[config.mk]
export PLATFORM = sky130hd
export DESIGN_NAME = bg_regs
export DESIGN_NICKNAME = d
export VERILOG_FILES = /design/src/logic/bg_pkg.sv /design/src/logic/bg_regs.sv
export VERILOG_INCLUDE_DIRS = /design/src /design/src/logic
export SDC_FILE = /design/constraint.sdc
export NUM_CORES = 1
export LEC_CHECK = 0
export ABC_AREA = 1
export BUFFER_PORTS_ARGS = -buffer_cell sky130_fd_sc_hd__buf_4
export CORE_ASPECT_RATIO = 0.9
export CORE_UTILIZATION = 46
export DETAILED_ROUTE_END_ITERATION = 16
export PLACE_DENSITY_LB_ADDON = 0.2
export SLEW_MARGIN = 20
export SYNTH_ARGS = -nofsm -noshare
export SYNTH_HDL_FRONTEND = slang
export SYNTH_SLANG_ARGS = --single-unit
[constraint.sdc]
create_clock -name CLK -period 3.11 [get_ports CLK]
set_clock_uncertainty 0.1 [all_clocks]
set_input_delay 0.1555 -clock CLK [delete_from_list [all_inputs] [get_ports CLK]]
set_output_delay 0.1555 -clock CLK [all_outputs]
set_load 0.02 [all_outputs]
[src/logic/bg_params.svh]
`ifndef BG_PARAMS_SVH
`define BG_PARAMS_SVH

// Tile side in pixels
`define BG_TILE_SIZE      16

// Buffer columns where a line is rendered
`define BG_RENDER_X_START 10'd32
`define BG_RENDER_X_END   10'd720

// 4 pixels per scanline RAM word
`define BG_LINE_WORDS     256

// Register map, layer 0 then layer 1
`define BG_REG_CTRL0      4'd0
`define BG_REG_MAPX0      4'd1
`define BG_REG_MAPY0      4'd2
`define BG_REG_MAP0       4'd3
`define BG_REG_SET0       4'd4
`define BG_REG_CTRL1      4'd5
`define BG_REG_MAPX1      4'd6
`define BG_REG_MAPY1      4'd7
`define BG_REG_MAP1       4'd8
`define BG_REG_SET1       4'd9

`endif

[src/logic/bg_pkg.sv]
`default_nettype none

package bg_pkg;

	// Settings of one background layer
	typedef struct packed {
		logic        enable;
		logic [3:0]  pal_hi;
		logic [15:0] map_x;
		logic [15:0] map_y;
		logic [15:0] map_addr;
		logic [15:0] set_addr;
	} bg_layer_cfg_t;

	// Control register layout
	typedef struct packed {
		logic [7:0] rsvd_hi;
		logic [3:0] pal_hi;
		logic [2:0] rsvd_lo;
		logic       enable;
	} bg_reg_ctrl_t;

	// Write word, decoded by register address
	typedef union packed {
		bg_reg_ctrl_t ctrl;
		logic [15:0]  value;
	} bg_reg_word_u;

	typedef struct packed {
		logic         valid;
		logic [3:0]   addr;
		bg_reg_word_u data;
	} bg_reg_write_t;

	// Word read request towards memory
	typedef struct packed {
		logic        valid;
		logic [15:0] addr;
	} bg_mem_req_t;

	// One word into a back buffer
	typedef struct packed {
		logic        en;
		logic        layer;
		logic [7:0]  addr;
		logic [15:0] data;
	} bg_line_write_t;

endpackage

`default_nettype wire

[src/logic/bg_regs.sv]
`timescale 1ns/1ps
`default_nettype none
`include "bg_params.svh"

module bg_regs (
	input  wire                     CLK,
	input  wire                     RSTb,
	input  wire bg_pkg::bg_reg_write_t reg_wr,
	output bg_pkg::bg_layer_cfg_t   cfg0,
	output bg_pkg::bg_layer_cfg_t   cfg1
);

	always_ff @(posedge CLK) begin
		if (!RSTb) begin
			cfg0 <= '0;
			cfg1 <= '0;
		end else if (reg_wr.valid) begin
			case (reg_wr.addr)
				`BG_REG_CTRL0: begin
					cfg0.enable <= reg_wr.data.ctrl.enable;
					cfg0.pal_hi <= reg_wr.data.ctrl.pal_hi;
				end
				`BG_REG_MAPX0: begin
					cfg0.map_x <= reg_wr.data.value;
				end
				`BG_REG_MAPY0: begin
					cfg0.map_y <= reg_wr.data.value;
				end
				`BG_REG_MAP0: begin
					cfg0.map_addr <= reg_wr.data.value;
				end
				`BG_REG_SET0: begin
					cfg0.set_addr <= reg_wr.data.value;
				end
				`BG_REG_CTRL1: begin
					cfg1.enable <= reg_wr.data.ctrl.enable;
					cfg1.pal_hi <= reg_wr.data.ctrl.pal_hi;
				end
				`BG_REG_MAPX1: begin
					cfg1.map_x <= reg_wr.data.value;
				end
				`BG_REG_MAPY1: begin
					cfg1.map_y <= reg_wr.data.value;
				end
				`BG_REG_MAP1: begin
					cfg1.map_addr <= reg_wr.data.value;
				end
				`BG_REG_SET1: begin
					cfg1.set_addr <= reg_wr.data.value;
				end
				// Addresses 10 to 15 are ignored
				default: begin
				end
			endcase
		end
	end

endmodule

`default_nettype wire

==> flow_summary.yaml <==
status:
  status: "finished clean"
floorplan:
  die_x_um: 116
  die_area_mm2: 0.0121
  initial_core_util_pct: 48.2
  num_rows: 36
  io_pins: 161
  die_height_um: 104
  core-area_mm2: 0.0111
logic_synthesis:
  synthArstFlopShare_pct: 0
  synthXorXnorAreaFrac_pct: 0
  yosysSeqAreaShare_pct: 51.7
  avgSynthCellArea_um2: 6.85
  synth_top_cell_by_area: "dfxtp_1"
  synthTopCellsByCount: "nor2_1, nand2_1, dfxtp_1"
  yosysTopAreaCellShare_pct: 51.7
  synth_compound_area_share_pct: 0
  synth_area_mm2: 0.00534
  ys_types: 15
  yosys-mux-area-fraction_pct: 0
  yosysWarnings: 0
  synth_cells: 780
  netlist_top_cells_area: "dfxtp_1, nor2_1, nand2_1, nand4_1, buf_2"
  synth_edf_count: 0
  synth_fp_nets: 803
  ys_ff_latch: 138
  synth_top_family_by_area: "simple AND/OR/NAND/NOR gates"
  ys.flop_type: "dfxtp_1"
  synthSimpleGateAreaFrac_pct: 42.6
  synth.most_common_cell: "nor2_1"
  synth_fa_ha_area_share_pct: 0
detailed_routing:
  first_pass_iters: 5
  drt-initial-drc-count: 398
  vias: 5159
  wire_per_inst_um: 14.3
  drc: 0
  ant_nets: 0
  drt_wl_total_um: 15600
  viasPerCell: 4.71
cells_and_area:
  nFillCells: 1019
  multi_input_area_mm2: 0.00228
  postLayoutCoreUtil_pct: 65.7
  regArea_mm2: 0.00276
  layout-drive-gt1-share_pct: 22.6
  n_antenna_cell: 0
  finalNetCount: 953
  syn_to_final_growth_pct: 36.3
placed_design:
  gp_congestion: 0.769
  io_buffer_count: 160
  dpl_worst_slack_ps: 1130
  dp_hpwl_um: 9820
timing:
  period_share_pct: 51.0
  slew_headroom_pct: 32.1
  final-setup-viol-count: 0
  hold_viol: 0
  worst_slew_pin_slew_ps: 1010
  rsz0062_at_grt: "no"
  final_max_slew_viol_count: 0
  period_needed_ps: 1590
  setup_ws_ps: 1520
  setup_tns_ps: 0
  max_freq_mhz: 630
grt:
  antenna_found_initial: 0
  grt_pass1_vias: 4548
  grt_use_total_pct: 26.5
  grt_pass1_wl_um: 23800
  grt_overflow: 0
  grt_max_degree: 62
power_and_ir_drop:
  internal-power_w: 0.00330
  p_comb_share_pct: 8.4
  swShare_pct: 23.8
  leakage_nw: 3.41
  power.share.clock_pct: 49.4
  power_per_cell_area_mw_per_mm2: 595
  total_power_w: 0.00434
  ir_drop_mv: 0.438
  switchingPower_w: 0.00103
  seqPwrFrac_pct: 42.2
clock_tree:
  htreeDepth: 4
  clockRootBuffer: "clkbuf_16"
  cts_tree: "done"
  cts_resized: 0
  path_clk_slew_ps: 60
  cts_max_path_buffers: 2
  clock-sinks: 138
  hold_buffers: 5
  post_cts_buffers: 0
  clock_latency_ps: 410
  cts-buffers-inserted: 17
critical_path:
  critPathCaptureType: "flip-flop"
  cp_max_fo: 37
  crit_type: "input pin to flip-flop"
  cp-start-kind: "input pin"
  crit_required_ps: 3370
  worst-endpoint-arrival_ps: 1840
worst_hold_path:
  hp-class: "input pin to flip-flop"
run:
  drv_cap: 0
routing by layer:
| metal | track usage [%] | vias up | routed length (um) |
|---|---|---|---|
| met3 | 7.69 | 24 | 1270 |
| met4 | 10.8 | 0 | 316 |
| met1 | 34.8 | 2285 | 7070 |
| li1 | - | 2667 | - |
| met5 | 0 | - | 0 |
| met2 | 40.6 | 183 | 6990 |
registers in the layout, indices dropped and copies added, names as in the netlist:
register	cells
cfg0	69
cfg1	69
area by class of cell:
class,instances,share of cell area (%)
clock buffer,23,6.84
clock inverter,9,1.86
inverter,25,1.29
multi-input combinational,573,31.3
sequential,138,37.9
tap,152,2.61
timing repair buffer,175,18.2
power groups by stage:
stage	sequential [W]	combinational [W]	clock, W
global route	0.00183	0.000403	0.00224
detailed placement	0.00187	0.000359	0
CTS	0.00183	0.000365	0.00215
floorplan	0.00191	0.000169	0
finish	0.00183	0.000365	0.00214
global placement	0.00187	0.000356	0
cells in the final DEF (no fill, tap or decap), drive strengths merged:
| cell | instances |
|---|---|
| nand4 | 32 |
| nor2 | 289 |
| bufinv | 3 |
| clkinvlp | 3 |
| nand2 | 248 |
| inv | 21 |
| buf | 170 |
| nand3 | 4 |
| dfxtp | 138 |
| clkbuf | 23 |
| dlygate4sd3 | 5 |
| clkinv | 7 |
metrics by stage:
stage,hold slack [ps],instances,instance area (um^2)
after global placement,291,1058,6600
after detailed placement,295,1058,6600
after global routing,63.8,1095,7280
after CTS,37.8,1095,7280
after floorplan,190,780,5340
final,44.5,1095,7280
logic make-up (layout without fill, tap and decap cells):
family	count (synthesis)	after routing
simple gates	573	573
flops	138	138
buf+inv	69	232
final timing paths:
check                  end  depth (start not counted)  slack, ps        from
setup / recovery  cfg0[19]                          6       1520  reg_wr[20]
hold / removal    cfg1[18]                          5         40  reg_wr[17]
setup reg to reg  cfg0[64]                          4       2350    cfg0[64]
hold reg to reg   cfg1[51]                          2        380    cfg1[51]
worst max-delay path, cell delays in order:
cell and delay [ps]:
buf_4 320, nand3_1 180, nor2_2 750, buf_4 290
nor2_1 50, nor2_1 90
(Power assumes the default switching activity.)
