File: config.mk
export PLATFORM = sky130hd
export DESIGN_NAME = tile_fetcher
export DESIGN_NICKNAME = d
export VERILOG_FILES = /design/src/logic/bg_pkg.sv /design/src/logic/tile_fetcher.sv
export VERILOG_INCLUDE_DIRS = /design/src /design/src/logic
export SDC_FILE = /design/constraint.sdc
export NUM_CORES = 1
export LEC_CHECK = 0
export ABC_AREA = 1
export BUFFER_PORTS_ARGS = -buffer_cell sky130_fd_sc_hd__clkbuf_2
export CAP_MARGIN = 20
export CORE_MARGIN = 1.5
export CORE_UTILIZATION = 35
export CTS_BUF_LIST = sky130_fd_sc_hd__clkbuf_8
export DETAILED_ROUTE_END_ITERATION = 10
export PLACE_DENSITY = 0.64
export SLEW_MARGIN = 25
export SYNTH_ARGS = -nofsm -noshare
export SYNTH_HDL_FRONTEND = slang
export SYNTH_SLANG_ARGS = --single-unit
File: constraint.sdc
create_clock -name CLK -period 3.37 [get_ports CLK]
set_clock_uncertainty 0.15 [all_clocks]
set_input_delay 0.1685 -clock CLK [delete_from_list [all_inputs] [get_ports CLK]]
set_output_delay 0.1685 -clock CLK [all_outputs]
set_load 0.01 [all_outputs]
File: src/logic/bg_params.svh
`ifndef BG_PARAMS_SVH
`define BG_PARAMS_SVH

// Tile side in pixels
`define BG_TILE_SIZE      16

// Buffer columns where a line is rendered
`define BG_RENDER_X_START 10'd32
`define BG_RENDER_X_END   10'd720

// 4 pixels per scanline RAM word
`define BG_LINE_WORDS     256

// Register map, layer 0 then layer 1
`define BG_REG_CTRL0      4'd0
`define BG_REG_MAPX0      4'd1
`define BG_REG_MAPY0      4'd2
`define BG_REG_MAP0       4'd3
`define BG_REG_SET0       4'd4
`define BG_REG_CTRL1      4'd5
`define BG_REG_MAPX1      4'd6
`define BG_REG_MAPY1      4'd7
`define BG_REG_MAP1       4'd8
`define BG_REG_SET1       4'd9

`endif

File: src/logic/bg_pkg.sv
`default_nettype none

package bg_pkg;

	// Settings of one background layer
	typedef struct packed {
		logic        enable;
		logic [3:0]  pal_hi;
		logic [15:0] map_x;
		logic [15:0] map_y;
		logic [15:0] map_addr;
		logic [15:0] set_addr;
	} bg_layer_cfg_t;

	// Control register layout
	typedef struct packed {
		logic [7:0] rsvd_hi;
		logic [3:0] pal_hi;
		logic [2:0] rsvd_lo;
		logic       enable;
	} bg_reg_ctrl_t;

	// Write word, decoded by register address
	typedef union packed {
		bg_reg_ctrl_t ctrl;
		logic [15:0]  value;
	} bg_reg_word_u;

	typedef struct packed {
		logic         valid;
		logic [3:0]   addr;
		bg_reg_word_u data;
	} bg_reg_write_t;

	// Word read request towards memory
	typedef struct packed {
		logic        valid;
		logic [15:0] addr;
	} bg_mem_req_t;

	// One word into a back buffer
	typedef struct packed {
		logic        en;
		logic        layer;
		logic [7:0]  addr;
		logic [15:0] data;
	} bg_line_write_t;

endpackage

`default_nettype wire

File: src/logic/tile_fetcher.sv
`timescale 1ns/1ps
`default_nettype none
`include "bg_params.svh"

module tile_fetcher (
	input  wire                       CLK,
	input  wire                       RSTb,
	input  wire bg_pkg::bg_layer_cfg_t cfg0,
	input  wire bg_pkg::bg_layer_cfg_t cfg1,
	input  wire                       h_tick,
	input  wire  [9:0]                display_y,
	output bg_pkg::bg_mem_req_t       mem_req,
	input  wire                       mem_ready,
	input  wire  [15:0]               mem_data,
	output bg_pkg::bg_line_write_t    line_wr,
	output logic                      active_buffer
);

	import bg_pkg::*;

	typedef enum logic [2:0] {
		ST_IDLE,
		ST_BEGIN,
		ST_FETCH_MAP,
		ST_WAIT_MAP,
		ST_FETCH_DATA,
		ST_WAIT_DATA
	} state_t;

	state_t        state;
	logic          layer;
	logic [9:0]    render_x;
	logic [16:0]   map_index;
	logic [7:0]    cur_tile;
	logic [1:0]    quarter;

	bg_layer_cfg_t cur_cfg;
	logic [15:0]   row_y;
	logic [16:0]   map_start;
	logic [15:0]   tile_addr;

	assign cur_cfg = layer ? cfg1 : cfg0;

	// Map line for this scanline
	assign row_y = cur_cfg.map_y + {6'd0, display_y};

	// Byte index of the first visible tile on the map row
	assign map_start = {cur_cfg.map_addr, 1'b0}
		+ {3'd0, row_y[10:4], 7'd0}
		+ {10'd0, cur_cfg.map_x[10:4]};

	// First word of the tile row; tile sets are 16 tiles wide
	assign tile_addr = cur_cfg.set_addr
		+ {2'd0, cur_tile[7:4], 10'd0}
		+ {10'd0, cur_tile[3:0], 2'd0}
		+ {6'd0, row_y[3:0], 6'd0};

	always_ff @(posedge CLK) begin
		if (!RSTb) begin
			state         <= ST_IDLE;
			layer         <= 1'b0;
			active_buffer <= 1'b0;
			mem_req.valid <= 1'b0;
			line_wr.en    <= 1'b0;
		end else begin
			line_wr.en <= 1'b0;
			if (h_tick && cfg0.enable) begin
				// New line, restart even if the last one is unfinished
				state         <= ST_BEGIN;
				layer         <= 1'b0;
				active_buffer <= ~active_buffer;
				mem_req.valid <= 1'b0;
			end else begin
				case (state)
					ST_BEGIN: begin
						map_index <= map_start;
						render_x  <= `BG_RENDER_X_START;
						state     <= ST_FETCH_MAP;
					end
					ST_FETCH_MAP: begin
						if (render_x == `BG_RENDER_X_END) begin
							if (!layer && cfg1.enable) begin
								layer <= 1'b1;
								state <= ST_BEGIN;
							end else begin
								state <= ST_IDLE;
							end
						end else begin
							mem_req.valid <= 1'b1;
							mem_req.addr  <= map_index[16:1];
							state         <= ST_WAIT_MAP;
						end
					end
					ST_WAIT_MAP: begin
						if (mem_ready) begin
							// Even byte index is the low byte
							cur_tile      <= map_index[0] ? mem_data[15:8] : mem_data[7:0];
							mem_req.valid <= 1'b0;
							state         <= ST_FETCH_DATA;
						end
					end
					ST_FETCH_DATA: begin
						if (cur_tile == 8'hff) begin
							// Transparent, back buffer keeps its zeros
							render_x  <= render_x + 10'(`BG_TILE_SIZE);
							map_index <= map_index + 17'd1;
							state     <= ST_FETCH_MAP;
						end else begin
							mem_req.valid <= 1'b1;
							mem_req.addr  <= tile_addr;
							quarter       <= 2'd0;
							state         <= ST_WAIT_DATA;
						end
					end
					ST_WAIT_DATA: begin
						if (mem_ready) begin
							line_wr.en    <= 1'b1;
							line_wr.layer <= layer;
							line_wr.addr  <= render_x[9:2];
							line_wr.data  <= mem_data;
							render_x      <= render_x + 10'd4;
							quarter       <= quarter + 2'd1;
							if (quarter == 2'd3) begin
								mem_req.valid <= 1'b0;
								map_index     <= map_index + 17'd1;
								state         <= ST_FETCH_MAP;
							end else begin
								mem_req.addr <= mem_req.addr + 16'd1;
							end
						end
					end
					default: begin
						state <= ST_IDLE;
					end
				endcase
			end
		end
	end

endmodule

`default_nettype wire

==> results.cfg <==
[power_and_ir_drop]
powerDensity_nw_per_um2 = 309
leakage_nw = 4.36
ir_worst_vdd_mv = 0.172

[logic_synthesis]
synth_top_area_share_pct = 33.6
synth.avg_cell_area_um2 = 7.12
synthArstFlopShare_pct = 0
ys_top_cells_by_area = edfxtp_1, nand2_1, ha_1
synthCells = 955
synth_cell_types = 44
synth_seq_area_share_pct = 35.6
ys_warn_count = 0
yosys.area.top_type = edfxtp_1
ys_ff_latch = 83
syn_area_um2 = 6800
synth-edff-count = 76
syn-num-nets = 1168
synth_flop_cell = edfxtp_1

[timing]
max_slew_margin_pct = 43.6
tightest_slew_ps = 845
setup-violations-final = 0
hold_violations = 0
fmax_mhz = 311
drv_slew = 0
fin_crit_sh_pct = 95.3
setup_tns_ps = 0
timing.final.ws_setup_ps = 159
min_period_ps = 3210

[global_route]
overflow = 0
grt_pass1_vias = 6079
grt_max_degree = 43
grtUsageTotal_pct = 18.3
antenna_found_initial = 0
grt_pass1_wl_um = 29500

[critical_path]
crit_fanout = 10
reg2regPathDepth = 17
criticalPathCategory = register to register
cp.arrival_ps = 3200
worstPathRequired_ps = 3360
crit_path_end_kind = register
cp-start-kind = register

[final_layout]
instances_no_fill = 1443
final_area_um2 = 8780
drive_above_1_share_pct = 25.1
final_cell_mix = nand2_1, clkbuf_2, inv_1, edfxtp_1, nand3_1
area_growth_pct = 29.2
antenna_cells = 0
final_common_cell = nand2_1
fin_nets = 1391

[clocking]
numClockSinks = 83
cts.htree.levels = 3
clockBufferDepth = 2
clock_latency_ps = 380
cts_tree = yes
clk_pin_slew_ps = 100
cts_root_buf = clkbuf_8
cts_buffers = 9

[placement]
post-place-ws_ps = -2.29
place.gp.congestion = 0.880
place_area_um2 = 8110
portBuffers = 175
dp.final_hpwl_um = 15000
placed_cells = 1394

[hold_path]
worstHoldPathCells = 4
worst_hold_path_type = primary input to register

[detailed_routing]
via_per_inst = 4.70
drt_iter0_drc = 385
post_drt_wl_per_cell_um = 13.5
postRouteAntennaNets = 0
drc = 0
drt-total-wl_um = 19400
vias = 6784
drt-pass1-iter-count = 5

[die]
fp.dieH_um = 142
die_w_um = 142
dieArea_um2 = 20300
coreArea_um2 = 18900
initial_utilization_pct = 36.0
ios = 212
row_count = 50

[outcome]
status = finished, final reports clean

[flow_run]
max-cap-violations = 0
path summary, 6_finish.rpt:
path / start / to / slack [ps]
min: h_tick / active_buffer / 4
max: layer / map_index[14] / 160
max reg2reg: layer / map_index[14] / 160
min reg2reg: render_x[8] / line_wr[22] / 360
where the power goes:
group	switching, mW	internal, mW
clock	0.399	0.342
combinational	0.452	0.353
sequential	0.0186	1.15
total	0.869	1.85
final cells by class:
type                            instances  area (um^2)
Fill cell                            1934        10100
Inverter                              123          469
Clock buffer                            9          124
Timing Repair Buffer                  232         1450
Multi-Input combinational cell        729         3920
Clock inverter                          7         67.6
Tap cell                              260          325
Sequential cell                        83         2430
registers in the layout, indices dropped and copies added (netlist names):
name / flops
mem_req: 17
line_wr: 26
layer: 1
cur_tile: 8
render_x: 8
quarter: 2
state: 3
map_index: 17
active_buffer: 1
stage by stage:
stage / power [mW] / hold slack, ps / util [%]
after floorplan: 1.67 / 117 / -
after global placement: 1.92 / 209 / 42.9
after detailed placement: 1.93 / 212 / 42.9
after CTS: 2.69 / 1.36 / 45.0
after global routing: 2.88 / 14.1 / 46.5
final: 2.72 / 4.09 / 46.5
worst max-delay path, stage by stage (launching register included):
cell and delay (ps):
dfxtp_4 390, inv_8 70, buf_12 110, nand2_1 50
nand2_1 60, ha_2 180, inv_1 70, fa_2 400
o21ai_2 140, a21oi_1 90, xor2_1 150, ha_1 390
a21oi_2 220, o21ai_0 90, a21oi_1 170, nand3_1 100
nand3_1 100, nand2_1 50
cells by family after synthesis:
kind of cell / synth area share [%]
xor gates and xnor gates: 2.58
and+or+nand+nor: 34.2
buffers and inverters: 8.33
muxes: 1.32
adders and majority gates: 8.61
DFF: 35.6
AOI/OAI and AO/OA: 9.33
cell usage after synthesis, types with 6 or more instances:
cell type	n
a21oi_1	38
buf_2	6
clkbuf_1	10
dfxtp_1	7
edfxtp_1	76
ha_1	42
inv_1	121
mux2_2	8
nand2_1	349
nand3_1	75
nand4_1	12
nor2_1	68
nor3_1	9
o211ai_1	6
o21ai_0	33
o21bai_1	6
or2_2	13
xnor2_1	6
xor2_1	14
metal layers:
layer  track usage (%)  vias to the layer above  share of wire (%)
li1                  -                     3574                  -
met1              26.1                     2989                 47
met2              29.2                      207                 46
met3              3.06                       14                5.3
met4              3.58                        0                1.1
met5                 0                        -                  0
what timing repair did:
item / 4_1_cts / 5_1_grt
cloned: 0 / 4
pin swaps: 0 / 9
gates resized for setup: 1 / 34
hold endpoints to repair: 29 / 0
setup endpoints to repair: 1 / 15
hold buffers: 21 / 0
buffers inserted: 0 / 8
(Power assumes the default switching activity.)
